==> src/hdl/flow_defs.svh <==
// Flow link parameters
// Widths, serialization ratio, FIFO depth and slice order shared by the
// framer, the flit FIFO and the serializer
`ifndef FLOW_DEFS_SVH
`define FLOW_DEFS_SVH

// Wide push word and narrow pop flit widths
`define FLOW_PUSH_WIDTH 32
`define FLOW_POP_WIDTH 8

// Number of pop flits carved out of one push word
`define FLOW_SER_RATIO 4
`define FLOW_SLICE_IDX_WIDTH 2

// Packet tag width, wraps after 2**width packets
`define FLOW_PKT_ID_WIDTH 3

// Flit FIFO between framer and serializer
`define FLOW_FIFO_DEPTH 4
`define FLOW_FIFO_PTR_WIDTH 2

// Set to 1 so the most significant slice leaves first
`define FLOW_MSB_FIRST 1

`endif
==> src/hdl/flow_ctrl_pkg.sv <==
// Flow link control types
// Slice indices, packet tags and FIFO pointers

`include "flow_defs.svh"

package flow_ctrl_pkg;

  // Slice position inside a push word, also used as a slice count
  // (tail count and don't-care count both fit in it)
  typedef logic [`FLOW_SLICE_IDX_WIDTH-1:0] slice_idx_t;

  // Packet tag carried on every flit of a packet
  typedef logic [`FLOW_PKT_ID_WIDTH-1:0] pkt_id_t;

  // Read and write pointer of the flit FIFO
  // The depth is a power of two so the pointers wrap on their own
  typedef logic [`FLOW_FIFO_PTR_WIDTH-1:0] fifo_ptr_t;

endpackage : flow_ctrl_pkg

==> src/hdl/flow_types_pkg.sv <==
// Flow link data types
// Payload vectors for the wide push side and the narrow pop side

`include "flow_defs.svh"

package flow_types_pkg;

  // ----------------------------------------
  // Push side
  // ----------------------------------------

  // One wide flit as presented by the ingress driver
  // Its slices go out on the pop side in FLOW_MSB_FIRST order
  typedef logic [`FLOW_PUSH_WIDTH-1:0] push_word_t;

  // ----------------------------------------
  // Pop side
  // ----------------------------------------

  // One narrow flit, exactly one slice of a push word
  // The bit order inside a slice is the same as in the push word
  typedef logic [`FLOW_POP_WIDTH-1:0] pop_slice_t;

endpackage : flow_types_pkg

==> src/hdl/flow_serdes_top.sv <==
// Flow serdes link top level
// Framer, flit FIFO and serializer in a row, 32-bit words in and
// 8-bit flits out with ready/valid on both ends

`timescale 1ns/1ps

`include "flow_defs.svh"

module flow_serdes_top (
  input  logic                       clk,
  input  logic                       arst_n,
  // Wide push side
  input  logic                       in_valid,
  input  flow_types_pkg::push_word_t in_data,
  input  logic                       in_last,
  input  flow_ctrl_pkg::slice_idx_t  in_tail_count,
  output logic                       in_ready,
  // Narrow pop side
  input  logic                       pop_ready,
  output logic                       pop_valid,
  output flow_types_pkg::pop_slice_t pop_data,
  output logic                       pop_last,
  output flow_ctrl_pkg::pkt_id_t     pop_pkt_id
);

  import flow_types_pkg::*;
  import flow_ctrl_pkg::*;

  // ----------------------------------------
  // Framer to FIFO
  // ----------------------------------------
  logic       fr_valid;
  logic       fr_ready;
  push_word_t fr_data;
  logic       fr_last;
  slice_idx_t fr_dont_care;
  pkt_id_t    fr_pkt_id;

  // ----------------------------------------
  // FIFO to serializer
  // ----------------------------------------
  logic       q_valid;
  logic       q_ready;
  push_word_t q_data;
  logic       q_last;
  slice_idx_t q_dont_care;
  pkt_id_t    q_pkt_id;

  // Register stage that frames and tags the incoming words
  flow_ingress_framer u_framer (
    .clk           (clk),
    .arst_n        (arst_n),
    .in_valid      (in_valid),
    .in_data       (in_data),
    .in_last       (in_last),
    .in_tail_count (in_tail_count),
    .in_ready      (in_ready),
    .fr_ready      (fr_ready),
    .fr_valid      (fr_valid),
    .fr_data       (fr_data),
    .fr_last       (fr_last),
    .fr_dont_care  (fr_dont_care),
    .fr_pkt_id     (fr_pkt_id)
  );

  // Decoupling buffer, absorbs pop side back-pressure
  flow_flit_fifo u_fifo (
    .clk          (clk),
    .arst_n       (arst_n),
    .fr_valid     (fr_valid),
    .fr_data      (fr_data),
    .fr_last      (fr_last),
    .fr_dont_care (fr_dont_care),
    .fr_pkt_id    (fr_pkt_id),
    .fr_ready     (fr_ready),
    .q_ready      (q_ready),
    .q_valid      (q_valid),
    .q_data       (q_data),
    .q_last       (q_last),
    .q_dont_care  (q_dont_care),
    .q_pkt_id     (q_pkt_id)
  );

  // Width conversion from the FIFO head to narrow flits
  flow_serializer u_serializer (
    .clk         (clk),
    .arst_n      (arst_n),
    .q_valid     (q_valid),
    .q_data      (q_data),
    .q_last      (q_last),
    .q_dont_care (q_dont_care),
    .q_pkt_id    (q_pkt_id),
    .q_ready     (q_ready),
    .pop_ready   (pop_ready),
    .pop_valid   (pop_valid),
    .pop_data    (pop_data),
    .pop_last    (pop_last),
    .pop_pkt_id  (pop_pkt_id)
  );

endmodule : flow_serdes_top

==> src/hdl/flow_serializer.sv <==
// Flow serializer
// Cuts the FIFO head word into narrow pop flits through a slice mux,
// drops the don't-care tail of last words and repeats the packet ID
// on every flit

`timescale 1ns/1ps

`include "flow_defs.svh"

module flow_serializer (
  input  logic                       clk,
  input  logic                       arst_n,
  // Head of the flit FIFO
  input  logic                       q_valid,
  input  flow_types_pkg::push_word_t q_data,
  input  logic                       q_last,
  input  flow_ctrl_pkg::slice_idx_t  q_dont_care,
  input  flow_ctrl_pkg::pkt_id_t     q_pkt_id,
  output logic                       q_ready,
  // Narrow pop side to the outside
  input  logic                       pop_ready,
  output logic                       pop_valid,
  output flow_types_pkg::pop_slice_t pop_data,
  output logic                       pop_last,
  output flow_ctrl_pkg::pkt_id_t     pop_pkt_id
);

  import flow_types_pkg::*;
  import flow_ctrl_pkg::*;

  localparam slice_idx_t last_slice = slice_idx_t'(`FLOW_SER_RATIO - 1);
  localparam bit         msb_first  = `FLOW_MSB_FIRST;

  slice_idx_t slice_cnt;
  slice_idx_t slice_sel;
  slice_idx_t cnt_plus_dc;
  logic       final_slice;
  logic       pop_accept;
  pop_slice_t slices [`FLOW_SER_RATIO];

  // ----------------------------------------
  // Slice mux
  // ----------------------------------------

  // Split the head word into its slices, slice 0 holds the low bits
  for (genvar i = 0; i < `FLOW_SER_RATIO; i++) begin : gen_slice
    assign slices[i] = q_data[i*`FLOW_POP_WIDTH +: `FLOW_POP_WIDTH];
  end

  // With MSB first the counter walks the slices from the top down
  assign slice_sel = msb_first ? (last_slice - slice_cnt) : slice_cnt;
  assign pop_data  = slices[slice_sel];

  // ----------------------------------------
  // Pop side outputs
  // ----------------------------------------

  // Zero latency, a valid head word is a valid pop flit
  assign pop_valid  = q_valid;
  assign pop_pkt_id = q_pkt_id;

  // The word ends early by its don't-care count
  // For a non-last word the count is zero and this hits at the top slice
  assign cnt_plus_dc = slice_cnt + q_dont_care;
  assign final_slice = (cnt_plus_dc == last_slice);
  assign pop_last    = q_last && final_slice;
  assign pop_accept  = pop_valid && pop_ready;

  // Release the head entry as its final slice leaves
  assign q_ready = pop_accept && final_slice;

  // ----------------------------------------
  // Slice counter
  // ----------------------------------------

  // Back to zero after the last flit of a packet
  // After a whole non-last word the counter simply wraps
  always_ff @(posedge clk or negedge arst_n) begin
    if (!arst_n) begin
      slice_cnt <= '0;
    end else if (pop_accept) begin
      if (pop_last) begin
        slice_cnt <= '0;
      end else begin
        slice_cnt <= slice_cnt + slice_idx_t'(1);
      end
    end
  end

endmodule : flow_serializer

==> src/hdl/flow_flit_fifo.sv <==
// Flit FIFO
// Holds framed push words between the framer and the serializer, with
// ready/valid on both sides and the head entry driven straight out

`timescale 1ns/1ps

`include "flow_defs.svh"

module flow_flit_fifo (
  input  logic                       clk,
  input  logic                       arst_n,
  // Write side from the framer
  input  logic                       fr_valid,
  input  flow_types_pkg::push_word_t fr_data,
  input  logic                       fr_last,
  input  flow_ctrl_pkg::slice_idx_t  fr_dont_care,
  input  flow_ctrl_pkg::pkt_id_t     fr_pkt_id,
  output logic                       fr_ready,
  // Read side towards the serializer
  input  logic                       q_ready,
  output logic                       q_valid,
  output flow_types_pkg::push_word_t q_data,
  output logic                       q_last,
  output flow_ctrl_pkg::slice_idx_t  q_dont_care,
  output flow_ctrl_pkg::pkt_id_t     q_pkt_id
);

  import flow_types_pkg::*;
  import flow_ctrl_pkg::*;

  // The occupancy needs one bit more than a pointer to tell full from empty
  localparam int cnt_w = `FLOW_FIFO_PTR_WIDTH + 1;

  // Storage, one array per field of a framed word
  push_word_t mem_data      [`FLOW_FIFO_DEPTH];
  logic       mem_last      [`FLOW_FIFO_DEPTH];
  slice_idx_t mem_dont_care [`FLOW_FIFO_DEPTH];
  pkt_id_t    mem_pkt_id    [`FLOW_FIFO_DEPTH];

  fifo_ptr_t        wr_ptr;
  fifo_ptr_t        rd_ptr;
  logic [cnt_w-1:0] count;
  logic             full;
  logic             empty;
  logic             wr_en;
  logic             rd_en;

  // ----------------------------------------
  // Flags and handshakes
  // ----------------------------------------

  assign full     = (count == cnt_w'(`FLOW_FIFO_DEPTH));
  assign empty    = (count == '0);
  assign fr_ready = !full;
  assign q_valid  = !empty;

  // A write and a read can land in the same cycle
  assign wr_en = fr_valid && fr_ready;
  assign rd_en = q_valid && q_ready;

  // Head entry goes out directly, no output register
  assign q_data      = mem_data[rd_ptr];
  assign q_last      = mem_last[rd_ptr];
  assign q_dont_care = mem_dont_care[rd_ptr];
  assign q_pkt_id    = mem_pkt_id[rd_ptr];

  // ----------------------------------------
  // Storage write
  // ----------------------------------------

  always_ff @(posedge clk) begin
    if (wr_en) begin
      mem_data[wr_ptr]      <= fr_data;
      mem_last[wr_ptr]      <= fr_last;
      mem_dont_care[wr_ptr] <= fr_dont_care;
      mem_pkt_id[wr_ptr]    <= fr_pkt_id;
    end
  end

  // ----------------------------------------
  // Pointers and occupancy
  // ----------------------------------------

  always_ff @(posedge clk or negedge arst_n) begin
    if (!arst_n) begin
      wr_ptr <= '0;
      rd_ptr <= '0;
      count  <= '0;
    end else begin
      if (wr_en) begin
        wr_ptr <= wr_ptr + fifo_ptr_t'(1);
      end
      if (rd_en) begin
        rd_ptr <= rd_ptr + fifo_ptr_t'(1);
      end
      // Count only moves when exactly one side is active
      case ({wr_en, rd_en})
        2'b10:   count <= count + cnt_w'(1);
        2'b01:   count <= count - cnt_w'(1);
        default: count <= count;
      endcase
    end
  end

endmodule : flow_flit_fifo

==> src/hdl/flow_ingress_framer.sv <==
// Ingress framer
// Registers accepted push words, converts the tail count of a last word
// into a don't-care count and tags every word with a packet ID

`timescale 1ns/1ps

`include "flow_defs.svh"

module flow_ingress_framer (
  input  logic                       clk,
  input  logic                       arst_n,
  // Push side from the outside
  input  logic                       in_valid,
  input  flow_types_pkg::push_word_t in_data,
  input  logic                       in_last,
  input  flow_ctrl_pkg::slice_idx_t  in_tail_count,
  output logic                       in_ready,
  // Framed words towards the flit FIFO
  input  logic                       fr_ready,
  output logic                       fr_valid,
  output flow_types_pkg::push_word_t fr_data,
  output logic                       fr_last,
  output flow_ctrl_pkg::slice_idx_t  fr_dont_care,
  output flow_ctrl_pkg::pkt_id_t     fr_pkt_id
);

  import flow_ctrl_pkg::*;

  // Highest slice index, the ratio minus one
  localparam slice_idx_t last_slice = slice_idx_t'(`FLOW_SER_RATIO - 1);

  logic       in_accept;
  slice_idx_t dont_care_next;
  pkt_id_t    pkt_id_q;

  // ----------------------------------------
  // Handshake
  // ----------------------------------------

  // The stage takes a new word when it is empty or drains this cycle
  // This keeps one word per cycle when the FIFO has room
  assign in_ready  = !fr_valid || fr_ready;
  assign in_accept = in_valid && in_ready;

  // ----------------------------------------
  // Don't-care count
  // ----------------------------------------

  // Tail count is used slices minus one, so the unused tail is ratio-1-tail
  // A non-last word is always sent whole
  assign dont_care_next = in_last ? (last_slice - in_tail_count) : '0;

  // ----------------------------------------
  // Pipeline register
  // ----------------------------------------

  // Valid bit of the single register stage
  always_ff @(posedge clk or negedge arst_n) begin
    if (!arst_n) begin
      fr_valid <= 1'b0;
    end else if (in_accept) begin
      fr_valid <= 1'b1;
    end else if (fr_ready) begin
      fr_valid <= 1'b0;
    end
  end

  // Payload only loads on an accepted word
  always_ff @(posedge clk) begin
    if (in_accept) begin
      fr_data      <= in_data;
      fr_last      <= in_last;
      fr_dont_care <= dont_care_next;
      fr_pkt_id    <= pkt_id_q;
    end
  end

  // ----------------------------------------
  // Packet ID counter
  // ----------------------------------------

  // Moves to the next tag once the last word of a packet is taken
  // Wraps around after the highest tag value
  always_ff @(posedge clk or negedge arst_n) begin
    if (!arst_n) begin
      pkt_id_q <= '0;
    end else if (in_accept && in_last) begin
      pkt_id_q <= pkt_id_q + pkt_id_t'(1);
    end
  end

endmodule : flow_ingress_framer

==> config.mk <==
export PLATFORM = sky130hd
export DESIGN_NAME = flow_serdes_top
export DESIGN_NICKNAME = d
export VERILOG_FILES = /design/src/hdl/flow_ctrl_pkg.sv /design/src/hdl/flow_types_pkg.sv /design/src/hdl/flow_serdes_top.sv /design/src/hdl/flow_serializer.sv /design/src/hdl/flow_flit_fifo.sv /design/src/hdl/flow_ingress_framer.sv
export VERILOG_INCLUDE_DIRS = /design/src /design/src/hdl
export SDC_FILE = /design/constraint.sdc
export NUM_CORES = 1
export LEC_CHECK = 0
export ABC_AREA = 1
export BUFFER_PORTS_ARGS = -buffer_cell sky130_fd_sc_hd__buf_2
export CAP_MARGIN = 25
export CORE_MARGIN = 8
export CORE_UTILIZATION = 40
export CTS_CLUSTER_SIZE = 28
export DETAILED_ROUTE_END_ITERATION = 10
export HOLD_SLACK_MARGIN = 0.03
export PLACE_DENSITY_LB_ADDON = 0.05
export SETUP_SLACK_MARGIN = 0.5
export SYNTH_ARGS = -nofsm -noshare
export SYNTH_HDL_FRONTEND = slang
export SYNTH_SLANG_ARGS = --single-unit
==> constraint.sdc <==
create_clock -name clk -period 2.6 [get_ports clk]
set_input_delay 0.39 -clock clk [delete_from_list [all_inputs] [get_ports clk]]
set_output_delay 0.39 -clock clk [all_outputs]
set_load 0.02 [all_outputs]
# Word-level counts from Yosys, hierarchy flattened
# Memories as Yosys holds them, arrays and structs flattened.
# Cells that the tools add are included.
# totals
register_bits	51
mem_bits_rw	152
in_bits	39
out_inout_bits	14
word_cells	52
mem_count	4
# mem_list
name	words	width	rd	rd_clocked_by_memory_dff	wr	line	rtl
u_fifo.mem_data	4	32	1	0	1	flow_flit_fifo.sv:35	push_word_t mem_data [`FLOW_FIFO_DEPTH];
u_fifo.mem_pkt_id	4	3	1	0	1	flow_flit_fifo.sv:38	pkt_id_t mem_pkt_id [`FLOW_FIFO_DEPTH];
u_fifo.mem_dont_care	4	2	1	0	1	flow_flit_fifo.sv:37	slice_idx_t mem_dont_care [`FLOW_FIFO_DEPTH];
u_fifo.mem_last	4	1	1	0	1	flow_flit_fifo.sv:36	logic mem_last [`FLOW_FIFO_DEPTH];
# classes
n_addsub	9
order_cmp	1
eq_ne	5
n_mux	9
bitwise	1
n_reduce_logical	13
# op_table
operator	n
$bmux W8 S2	1
$mux W8	2
$logic_and A1 B1 Y1	7
$add A2 B1 Y2 const B	3
$add A3 B1 Y3 const B	2
$pmux W3 S2	1
$eq A2 B2 Y1 const B	2
$mux W1	4
$sub A2 B2 Y2 const A	2
$eq A3 B3 Y1 const B	1
$ge A3 B3 Y1 const B	1
$logic_not A1 Y1	3
$logic_not A3 Y1	1
$not A2 Y3	1
$sub A3 B1 Y3 const B	1
$add A2 B2 Y2	1
$eq A2 B1 Y1 const B	1
$mux W2	1
$ne A2 B2 Y1 const B	1
$reduce_bool A2 Y1	1
$logic_or A1 B1 Y1	1

# Logic depth before layout (Yosys ltp)
# Gate-level depths: netlist of the first run.
# logic_depth
ltp_word	7
depth_mapped	21
depth_no_buf	18

# Hierarchy
# Synthesis of the first run repeated with hierarchy kept, for this count alone.
# hier_totals
cells_unflattened	647
area_unflattened_um2	8702.1
# modules_own_cells
module	instances	cells_each	area_each_um2	seq_area_each_um2
flow_flit_fifo	1	502	6887.9	4739.5
flow_ingress_framer	1	67	1358.8	1241.2
flow_serializer	1	78	455.4	50.0

# Worst setup path after synthesis of the first run
# OpenSTA, ideal clock, no wires.
# synth_path
path_type	register to register
startpoint	register u_fifo.rd_ptr[0]
endpoint	register u_fifo.count[2]
setup_time_ns	0.127
arrival_time_ns	2.705
t_required_ns	2.473
setup_slack_ns	-0.232
stages_incl_launch_ff	22
n_path_buf	3
period_less_slack_ns	2.832
path_cell_list	dfrtp_1 > buf_6 > inv_2 > buf_6 > buf_2 > nor2_1 > o22ai_1 > ha_1 > inv_1 > nand2_1 > nand2_1 > inv_1 > nand2_1 > nand2_1 > nand3_1 > inv_1 > ha_1 > inv_1 > fa_1 > a21oi_1 > o21ai_1 > xor2_1
# synth_between
elab_chain_cells	7
word_cells_on_any_way	9
cone_classes	add/sub (1); eq/ne (3); mux (1); reduce/logical (3); memory (1)
# synth_lines
element	line	rtl
from (decl)	flow_flit_fifo.sv:41	fifo_ptr_t rd_ptr;
from (signal assigned)	flow_flit_fifo.sv:94	rd_ptr <= rd_ptr + fifo_ptr_t'(1);
$mem_v2 Z4 W2 (*)	n/a	
$add A2 B2 Y2 (*)	flow_serializer.sv:64	assign cnt_plus_dc = slice_cnt + q_dont_care;
$eq A2 B2 Y1 (*)	flow_serializer.sv:65	assign final_slice = (cnt_plus_dc == last_slice);
$logic_and A1 B1 Y1 (*)	flow_serializer.sv:70	assign q_ready = pop_accept && final_slice;
$logic_and A1 B1 Y1 (*)	flow_flit_fifo.sv:59	assign rd_en = q_valid && q_ready;
net u_fifo.rd_en	flow_flit_fifo.sv:46	logic rd_en;
$eq A2 B1 Y1 / $eq A2 B2 Y1 (equally long branches)	flow_flit_fifo.sv:97	case ({wr_en, rd_en})
$pmux W3 S2 / $reduce_bool A2 Y1 (equally long branches)	n/a	
to (signal assigned)	flow_flit_fifo.sv:98	2'b10: count <= count + cnt_w'(1);
to (signal assigned)	flow_flit_fifo.sv:99	2'b01: count <= count - cnt_w'(1);
to (signal assigned)	flow_flit_fifo.sv:100	default: count <= count;
to (decl)	flow_flit_fifo.sv:42	logic [cnt_w-1:0] count;
# The timed path passes the listed nets; every way through them passes the cells marked *.
# A chain may end at the register's enable or synchronous reset.

# Final worst setup path of the first run
# layout_path
startpoint	register u_fifo.rd_ptr[0]
endpoint	output port pop_data[4]
# layout_between
elab_chain_cells	4
# layout_lines
element	line	rtl
$mem_v2 Z4 W32	n/a	
$bmux W8 S2	flow_serializer.sv:52	assign pop_data = slices[slice_sel];
$mux W8 (implied by the code) (2 in series)	flow_serializer.sv:52	
to (decl)	flow_serdes_top.sv:21	output flow_types_pkg::pop_slice_t pop_data,
# No other way between the ends. The select of a mux whose other input is x is not followed.

==> flow_summary.json, run 1 <==
{
  "status": "finished, final reports clean",
  "drt_iter0_drc": 342,
  "fin_setup_tns_ns": 0,
  "max_freq_ghz": 0.3858,
  "syn_area_sq_um": 7823,
  "grt_max_degree": 53,
  "ys_ff_latch": 203,
  "cts-root-buf": "clkbuf_16",
  "worst_pin_slew_ns": 0.5521,
  "power.leakage_nw": 3.585,
  "p_per_area_nw_per_um2": 1312,
  "mostFrequentLayoutCell": "edfxtp_1",
  "relSlewSlack_pct": 63.19,
  "cp_max_fo": 8,
  "slew_violations": 0,
  "post-dp-hpwl_mm": 9.789,
  "start_util_pct": 40.46,
  "htree_levels": 1,
  "synth_edf_count": 190,
  "grtUsageTotal_pct": 16.21,
  "skew_ns": 0.009557,
  "vias": 4832,
  "maxCapViolations": 0,
  "numCtsBuffers": 23,
  "clkLatencyLatePin_ns": 0.51,
  "die-height_um": 155.8,
  "core_sq_um": 19330,
  "final.min_clock_period_ns": 2.592,
  "ios": 53,
  "grt_pass1_wl_mm": 29.68,
  "drive_above_1_share_pct": 28.53,
  "syn_inst": 561,
  "cp.arrival_ns": 2.20,
  "gp_congestion": 0.7288,
  "setup_viol": 0,
  "syn_nets": 608,
  "dieArea_sq_um": 24290,
  "final_cell_mix": "edfxtp_1, nor2_1, buf_2, o21ai_0, o211ai_1",
  "layout-area-overhead-vs-synth_pct": 28.23,
  "firstDrtPassIters": 4,
  "syn_avg_cell_area_sq_um": 13.94,
  "clk_pin_slew_ns": 0.06,
  "cp.required_ns": 2.21,
  "rsz0062_at_grt": "true",
  "grt_antenna_before_repair": 0,
  "io_buffers": 52,
  "yosysSeqAreaShare_pct": 77.10,
  "hp-class": "in -> reg",
  "cts_tree": "done",
  "finalCritPeriodShare_pct": 99.68,
  "grt_overflow_total": 0,
  "clockBufferDepth": 3,
  "synth_area_leader_cell": "edfxtp_1",
  "fin_area_sq_um": 10030,
  "synth.area.top_cells": "edfxtp_1, nor2_1, dfrtp_1, o21ai_0, o211ai_1",
  "critPathKind": "reg -> out",
  "synthArstFlopShare_pct": 6.404,
  "ant_nets": 0,
  "fp-row-count": 51,
  "drt-wirelength-per-cell_um": 20.56,
  "n_antenna_cell": 0,
  "vdd_drop_max_v": 0.0005680,
  "grt_pass1_vias": 5069,
  "ys_warn_count": 0,
  "placed_cell_area_sq_um": 8558,
  "die_x_um": 155.8,
  "viasPerCell": 5.151,
  "hold_viol": 0,
  "post-route-drc-count": 0,
  "startpoint_type": "flip-flop",
  "nets": 703,
  "clock_sinks": 203,
  "cp-end-kind": "primary output",
  "synth_ff_type": "edfxtp_1",
  "synth_cell_types": 24,
  "synth_top_area_share_pct": 72.94,
  "finalWirelength_mm": 19.29
}
## routing by layer
layer | track usage, % | vias to the layer above | part of all wire [%]
met5 | 0 | - | 0
met4 | 5.730 | 0 | 2.4
met3 | 2.964 | 33 | 6.0
met2 | 26.56 | 132 | 48
met1 | 21.22 | 2419 | 44
li1 | - | 2248 | -
## per-stage QoR
stage | instances | hold WS, ns | setup WS, ns | power, W | utilization [%]
floorplan | 561 | 0.09441 | -0.09712 | 0.007121 | -
global placement | 872 | 0.3126 | 0.2263 | 0.008440 | 44.26
detailed placement | 872 | 0.3054 | 0.1035 | 0.008494 | 44.26
CTS | 933 | 0.03113 | -0.02242 | 0.01297 | 50.98
global route | 938 | 0.03240 | -0.1069 | 0.01390 | 51.88
finish | 938 | 0.05288 | 0.008251 | 0.01316 | 51.88
## critical path: stages (launching register included)
cell and delay (ns):
dfrtp_2 0.44, buf_4 0.16, buf_8 0.14, buf_6 0.15
buf_16 0.15, o21ai_1 0.13, o211ai_1 0.16, nand3_1 0.15
nand2_2 0.07, buf_6 0.13
## worst paths after layout
check / startpoint / to / slack (ns) / cells past startpoint
min in group asynchronous: arst_n / u_framer.pkt_id_q[1]$_DFFE_PN0P_ / 0.31 / 2
max in group asynchronous: arst_n / u_fifo.rd_ptr[1]$_DFFE_PN0P_ / 2.02 / 2
hold / removal: in_data[16] / u_framer.fr_data[16]$_DFFE_PP_ / 0.05 / 1
hold reg to reg: u_framer.pkt_id_q[2]$_DFFE_PN0P_ / u_framer.pkt_id_q[2]$_DFFE_PN0P_ / 0.47 / 1
setup reg to reg: u_fifo.rd_ptr[0]$_DFFE_PN0P_ / u_fifo.count[2]$_DFFE_PN0P_ / 0.06 / 17
setup / recovery: u_fifo.rd_ptr[0]$_DFFE_PN0P_ / pop_data[4] / 0.008 / 9
## cells in the mapped netlist (all sizes together), types with 4 or more instances
cell and number:
buf 18, clkbuf 10, dfrtp 13, edfxtp 190
ha 7, inv 22, nand2 32, nand3 23
nand4 4, nor2 116, o211ai 32, o21ai 76
o22ai 4, xor2 5
## repair_timing
item                                   CTS  global route
gates resized for setup                 71            48
setup endpoints to repair               11            17
hold buffers                             1             0
endpoints found under the hold margin   13             0
gates cloned                            10             1
buffers inserted                         8             4
pin swaps                               30            25
## logic make-up after synthesis
family	count (synthesis)	share of synthesized area (%)
buf+inv	51	3.007
simple gates	176	8.973
xor+xnor	8	0.8957
flops	203	77.10
compound gates	115	8.653
fa+ha+maj	8	1.376
## final cells by class
class	instances	area [sq um]
Sequential cell	203	6033
Tap cell	265	331.6
Timing Repair Buffer	98	1055
Clock inverter	14	120.1
Multi-Input combinational cell	307	1764
Clock buffer	28	635.6
Fill cell	1634	9304
Inverter	23	91.34
## where the power goes
part	total, W	switching [W]	internal, W
clock	0.00319	0.00126	0.00193
combinational	0.00515	0.00298	0.00217
sequential	0.00481	0.000331	0.00448
total	0.0132	0.00458	0.00858
## registers in the layout, indices dropped and copies added, names as in the netlist, 3 cells and up
name,flops
u_fifo.count,3
u_fifo.mem_data,128
u_fifo.mem_dont_care,8
u_fifo.mem_last,4
u_fifo.mem_pkt_id,12
u_framer.fr_data,32
u_framer.fr_pkt_id,3
u_framer.pkt_id_q,3
No activity file was read; power rests on OpenSTA's default activity.
==> run 2: changes to the inputs <==
PLACE_DENSITY = 0.58   (was default)
PLACE_DENSITY_LB_ADDON = default   (was 0.05)
==> run 2 against run 1 <==
Compared with the run above: the run now ends with setup timing left; sequential cell count is the same; maximum frequency down 1.8%; via count down 0.70%; wire length shrank 6.0%; global-route usage shrank 1.2 points; critical endpoint unchanged; register-to-register slack got worse by 0.04 ns; critical path type unchanged; clock power decreased by 6%; non-clock buffer count grew 1; design area is 0.54% lower; critical path depth is 2 higher.
==> flow_summary.json, run 2 (synthesis results as in run 1) <==
{
  "post-dp-hpwl_mm": 9.948,
  "final_cell_mix": "edfxtp_1, nor2_1, o21ai_0, buf_2, o211ai_1",
  "fp-row-count": 51,
  "viasPerCell": 5.121,
  "n_antenna_cell": 0,
  "maxCapViolations": 0,
  "mostFrequentLayoutCell": "edfxtp_1",
  "cp.required_ns": 2.21,
  "drt-wirelength-per-cell_um": 19.36,
  "clock_sinks": 203,
  "clk_pin_slew_ns": 0.06,
  "relSlewSlack_pct": 59.10,
  "intPower_w": 0.008499,
  "cp-end-kind": "primary output",
  "ant_nets": 0,
  "nets": 703,
  "rsz0062_at_grt": "true",
  "numCtsBuffers": 22,
  "layout-area-overhead-vs-synth_pct": 27.54,
  "crit_buf_inv": 7,
  "finalWirelength_mm": 18.14,
  "gp_congestion": 0.7812,
  "top_regs": "u_fifo.mem_data: 128 flops, u_framer.fr_data: 32 flops, u_fifo.mem_pkt_id: 12 flops",
  "io_buffers": 52,
  "critPathKind": "reg -> out",
  "switching_share_pct": 34.26,
  "cpLargestDelayFamily": "buffers and inverters",
  "placed_cell_area_sq_um": 8483,
  "power_frac_clock_pct": 23.3,
  "dp_slack_ns": 0.1185,
  "final.setup.worst_slack_ns": -0.03954,
  "hp-class": "in -> reg",
  "cp.arrival_ns": 2.25,
  "die-height_um": 155.8,
  "crit_top_cell": "buf_6",
  "power.leakage_nw": 3.566,
  "max_freq_ghz": 0.3789,
  "clkLatencyLatePin_ns": 0.49,
  "clockBufferDepth": 3,
  "finalCritPeriodShare_pct": 101.5,
  "grt_pass1_vias": 4953,
  "worst_pin_slew_ns": 0.6134,
  "path_cells": "inv_4 > buf_6 > buf_8 > buf_12 > buf_16 > buf_4 > nor2_2 > o211ai_1 > nand3_1 > nand2_2 > buf_6",
  "grt_pass1_wl_mm": 27.98,
  "htree_levels": 1,
  "startpoint_type": "flip-flop",
  "grt_antenna_before_repair": 0,
  "setup_viol": 2,
  "skew_ns": 0.007821,
  "vias": 4798,
  "core_sq_um": 19330,
  "max_stage_delay_ns": 0.46,
  "largest_reg_flops": 128,
  "switchingPower_w": 0.004429,
  "start_util_pct": 40.46,
  "slew_violations": 0,
  "grt_max_degree": 40,
  "ios": 53,
  "post-route-drc-count": 0,
  "comb_power_share_pct": 39.3,
  "firstDrtPassIters": 5,
  "cts-root-buf": "clkbuf_16",
  "fill_cells": 1633,
  "grt_overflow_total": 0,
  "p_seq_share_pct": 37.4,
  "cp_max_fo": 6,
  "final.min_clock_period_ns": 2.640,
  "vdd_drop_max_v": 0.0005735,
  "dieArea_sq_um": 24290,
  "drt_iter0_drc": 365,
  "violations": "setup timing",
  "status": "finished, violations left",
  "p_per_area_nw_per_um2": 1296,
  "die_x_um": 155.8,
  "cts_tree": "done",
  "grtUsageTotal_pct": 14.99,
  "fin_area_sq_um": 9977,
  "cpMaxStageDelayCell": "dfrtp_2",
  "regMostFlops": "u_fifo.mem_data",
  "drive_above_1_share_pct": 27.23,
  "hold_viol": 0
}
==> run 2: cell types whose count changed in the layout (fill, tap and decap cells not counted), moves of 3 or more <==
cell and change:
o21ai_1 -5, o21ai_0 +15, clkinv_2 -4, o21ai_2 -8, buf_4 -3, nor2_1 -3, buf_12 +5, buf_16 -6
==> run 2: layer usage <==
metal / wire length [um] / vias to the layer above / GRT usage [%]
met5: 0 / - / 0
met4: 299 / 0 / 3.050
met3: 1355 / 30 / 3.740
met2: 8789 / 159 / 24.55
met1: 7694 / 2377 / 19.87
li1: - / 2232 / -
==> run 2: layout make-up <==
class,instances,area [sq um],area share (%)
multi-input cells,307,1750,17.54
inverters,23,92.59,0.9280
flip-flops and latches,203,6033,60.47
well taps,265,331.6,3.323
clock inverters,9,63.81,0.6396
clock buffers,31,645.6,6.471
repair buffers,99,1060,10.62
==> run 2: per-stage QoR <==
stage | cells | setup TNS (ns) | total power [W] | hold slack (ns) | util [%]
after detailed placement | 867 | 0 | 0.008390 | 0.3078 | 43.88
after global routing | 937 | -0.8833 | 0.01360 | 0.04993 | 51.60
after global placement | 867 | 0 | 0.008251 | 0.2963 | 43.88
final | 937 | -0.07048 | 0.01293 | 0.06685 | 51.60
after CTS | 934 | -0.007549 | 0.01276 | 0.04824 | 51.01
after floorplan | 561 | -10.20 | 0.007121 | 0.09441 | -
==> run 2: path summary, 6_finish.rpt <==
check                                                  from                          endpoint  slack, ns  cells after the start
hold reg to reg            u_framer.pkt_id_q[2]$_DFFE_PN0P_  u_framer.pkt_id_q[2]$_DFFE_PN0P_       0.47                      1
hold / removal                                  in_data[19]    u_framer.fr_data[19]$_DFFE_PP_       0.07                      1
setup reg to reg               u_fifo.rd_ptr[0]$_DFFE_PN0P_       u_fifo.count[2]$_DFFE_PN0P_       0.02                     19
max in group asynchronous                            arst_n      u_fifo.rd_ptr[0]$_DFFE_PN0P_       2.00                      2
min in group asynchronous                            arst_n  u_framer.pkt_id_q[1]$_DFFE_PN0P_       0.33                      2
setup / recovery               u_fifo.rd_ptr[0]$_DFFE_PN0P_                       pop_data[4]      -0.04                     11
==> run 2: power by group through the flow <==
stage,registers [W],logic [W],clock network (W)
floorplan,0.00476,0.00236,0
global placement,0.00483,0.00342,0
detailed placement,0.00487,0.00352,0
CTS,0.00482,0.00487,0.00307
global route,0.00491,0.00548,0.00321
finish,0.00484,0.00508,0.00301
==> run 2: what timing repair did <==
action / CTS / global route
resized for setup: 92 / 21
gates cloned: 8 / 0
endpoints found under the hold margin: 13 / 0
setup buffers: 18 / 3
setup endpoints to repair: 14 / 15
pin swaps: 34 / 14
hold buffers: 1 / 0
==> run 3: changes to the inputs <==
--- a/config.mk
+++ b/config.mk
@@ -16,3 +16,2 @@
 export HOLD_SLACK_MARGIN = 0.03
-export PLACE_DENSITY = 0.58
 export SETUP_SLACK_MARGIN = 0.5
==> constraint.sdc (replaced) <==
create_clock -name clk -period 2.6 [get_ports clk]
set_input_delay 0.26 -clock clk [delete_from_list [all_inputs] [get_ports clk]]
set_output_delay 0.26 -clock clk [all_outputs]
set_load 0.02 [all_outputs]
==> run 3 against run 2 <==
Compared with the run above: the flow now finishes without violations; register-to-register slack gained 0.12 ns; critical path depth is 7 higher; first-iteration DRC count is 28% lower; largest power group is now sequential cells.
==> flow_summary.json, run 3 (synthesis results as in run 1) <==
{
  "firstDrtPassIters": 5,
  "reg2reg_slack_ns": 0.14,
  "grt_max_degree": 40,
  "vias": 4714,
  "rsz0062_at_grt": "true",
  "r2r-end": "u_fifo.count[2]$_DFFE_PN0P_",
  "io_buffers": 52,
  "clkLatencyLatePin_ns": 0.49,
  "cts_tree": "done",
  "drive_above_1_share_pct": 20.70,
  "numCtsBuffers": 22,
  "hold_viol": 0,
  "grt_pass1_vias": 4876,
  "final_cell_mix": "edfxtp_1, nor2_1, o21ai_0, buf_2, dlygate4sd3_1",
  "cts-root-buf": "clkbuf_16",
  "drt_iter0_drc": 264,
  "critPathKind": "reg -> reg",
  "worst_pin_slew_ns": 0.6184,
  "n_antenna_cell": 0,
  "cp.required_ns": 2.98,
  "grt_antenna_before_repair": 0,
  "htree_levels": 1,
  "setup_viol": 0,
  "layout-area-overhead-vs-synth_pct": 23.54,
  "vdd_drop_max_v": 0.0008045,
  "drt-wirelength-per-cell_um": 17.32,
  "max_freq_ghz": 0.4067,
  "die-height_um": 155.8,
  "final_util_pct": 49.98,
  "core_sq_um": 19330,
  "clockBufferDepth": 3,
  "start_util_pct": 40.46,
  "final.min_clock_period_ns": 2.459,
  "slew_violations": 0,
  "clock_sinks": 203,
  "maxCapViolations": 0,
  "grtUsageTotal_pct": 13.70,
  "largest_reg_flops": 128,
  "post-dp-hpwl_mm": 9.704,
  "hp-class": "in -> async",
  "finalWirelength_mm": 16.47,
  "fp-row-count": 51,
  "die_x_um": 155.8,
  "viasPerCell": 4.957,
  "power.leakage_nw": 3.421,
  "gp_congestion": 0.7371,
  "dieArea_sq_um": 24290,
  "cp.arrival_ns": 2.84,
  "finalCritPeriodShare_pct": 94.57,
  "cp-end-kind": "flip-flop",
  "p_per_area_nw_per_um2": 1187,
  "relSlewSlack_pct": 58.78,
  "holdWs_ns": 0.1882,
  "clk_pin_slew_ns": 0.06,
  "post-route-drc-count": 0,
  "regMostFlops": "u_fifo.mem_data",
  "top_regs": "u_fifo.mem_data: 128 flops, u_framer.fr_data: 32 flops, u_fifo.mem_pkt_id: 12 flops",
  "grt_pass1_wl_mm": 26.09,
  "status": "finished, final reports clean",
  "r2r-start": "u_fifo.rd_ptr[0]$_DFFE_PN0P_",
  "startpoint_type": "flip-flop",
  "nets": 717,
  "mostFrequentLayoutCell": "edfxtp_1",
  "grt_overflow_total": 0,
  "cp_max_fo": 5,
  "ios": 53,
  "ant_nets": 0,
  "worstRegToRegCells": 18,
  "skew_ns": 0.005765
}
[run 3: cell types whose count changed in the layout (fill, tap and decap cells not counted), moves of 8 or more]
cell	delta
buf_12	-11
buf_2	+10
buf_6	-10
dlygate4sd3_1	+36
nor2_1	+12
nor2_2	-8
[run 3: repair_timing]
action,in CTS,in global routing
hold buffers,37,0
endpoints found under the hold margin,49,0
setup buffers,5,1
cloned,1,0
gates resized for setup,27,5
pin swaps,12,7
endpoints found under the setup margin,14,14
[run 3: critical path, stage by stage, from the launching register on]
cell     delay [ns]
dfrtp_2        0.44
inv_4          0.09
nor2_2         0.04
o22ai_2        0.15
ha_2           0.21
inv_1          0.04
nand2_1        0.06
nand2_2        0.07
inv_2          0.05
nand2_2        0.05
nand2_2        0.09
nand3_2        0.08
inv_2          0.08
ha_4           0.12
inv_2          0.04
fa_2           0.35
a21oi_2        0.16
o21ai_2        0.07
xor2_1         0.14
[run 3: layout make-up]
class,instances,area (sq um)
clock buffers,26,586.8
flip-flops and latches,203,6033
fillers,1651,9671
repair buffers,113,874.6
well taps,265,331.6
multi-input cells,307,1645
clock inverters,14,100.1
inverters,23,92.59
[run 3: worst max path at each step]
stage / from / depth (start not counted) / to / slack (ns)
CTS: u_fifo.rd_ptr[0]$_DFFE_PN0P_ / 16 / u_fifo.count[2]$_DFFE_PN0P_ / 0.08
finish: u_fifo.rd_ptr[0]$_DFFE_PN0P_ / 18 / u_fifo.count[2]$_DFFE_PN0P_ / 0.14
global placement: u_fifo.rd_ptr[1]$_DFFE_PN0P_ / 18 / u_fifo.count[2]$_DFFE_PN0P_ / 0.16
global route: u_fifo.rd_ptr[0]$_DFFE_PN0P_ / 18 / u_fifo.count[2]$_DFFE_PN0P_ / -0.009
floorplan: u_fifo.wr_ptr[0]$_DFFE_PN0P_ / 4 / u_fifo.mem_data[2][0]$_DFFE_PP_ / -0.1
detailed placement: u_fifo.rd_ptr[1]$_DFFE_PN0P_ / 18 / u_fifo.count[2]$_DFFE_PN0P_ / 0.05
[run 3: routing by layer]
metal / wire length (um) / global-route usage (%) / vias up / part of all wire (%)
met4: 328 / 3.512 / 0 / 2.0
met5: 0 / 0 / - / 0
met1: 7242 / 17.54 / 2300 / 44
met3: 1044 / 3.463 / 28 / 6.3
met2: 7855 / 22.78 / 130 / 48
li1: - / - / 2256 / -
[run 3: report_power, final]
part	switching, W	total (W)	leakage, nW	internal (W)
clock network	0.00124	0.00288	0.322	0.00164
logic	0.00250	0.00378	1.18	0.00128
registers	0.000322	0.00481	1.92	0.00449
total	0.00406	0.0115	3.42	0.00741
[run 3: per-stage QoR]
stage	instance area, sq um	setup slack [ns]	power [W]	cells	setup TNS, ns
floorplan	7844	-0.09712	0.007108	561	-10.19
global placement	8441	0.1603	0.008174	867	0
detailed placement	8441	0.05113	0.008283	867	0
CTS	9642	0.07531	0.01153	950	0
global route	9664	-0.009361	0.01212	951	-0.009361
finish	9664	0.1411	0.01147	951	0
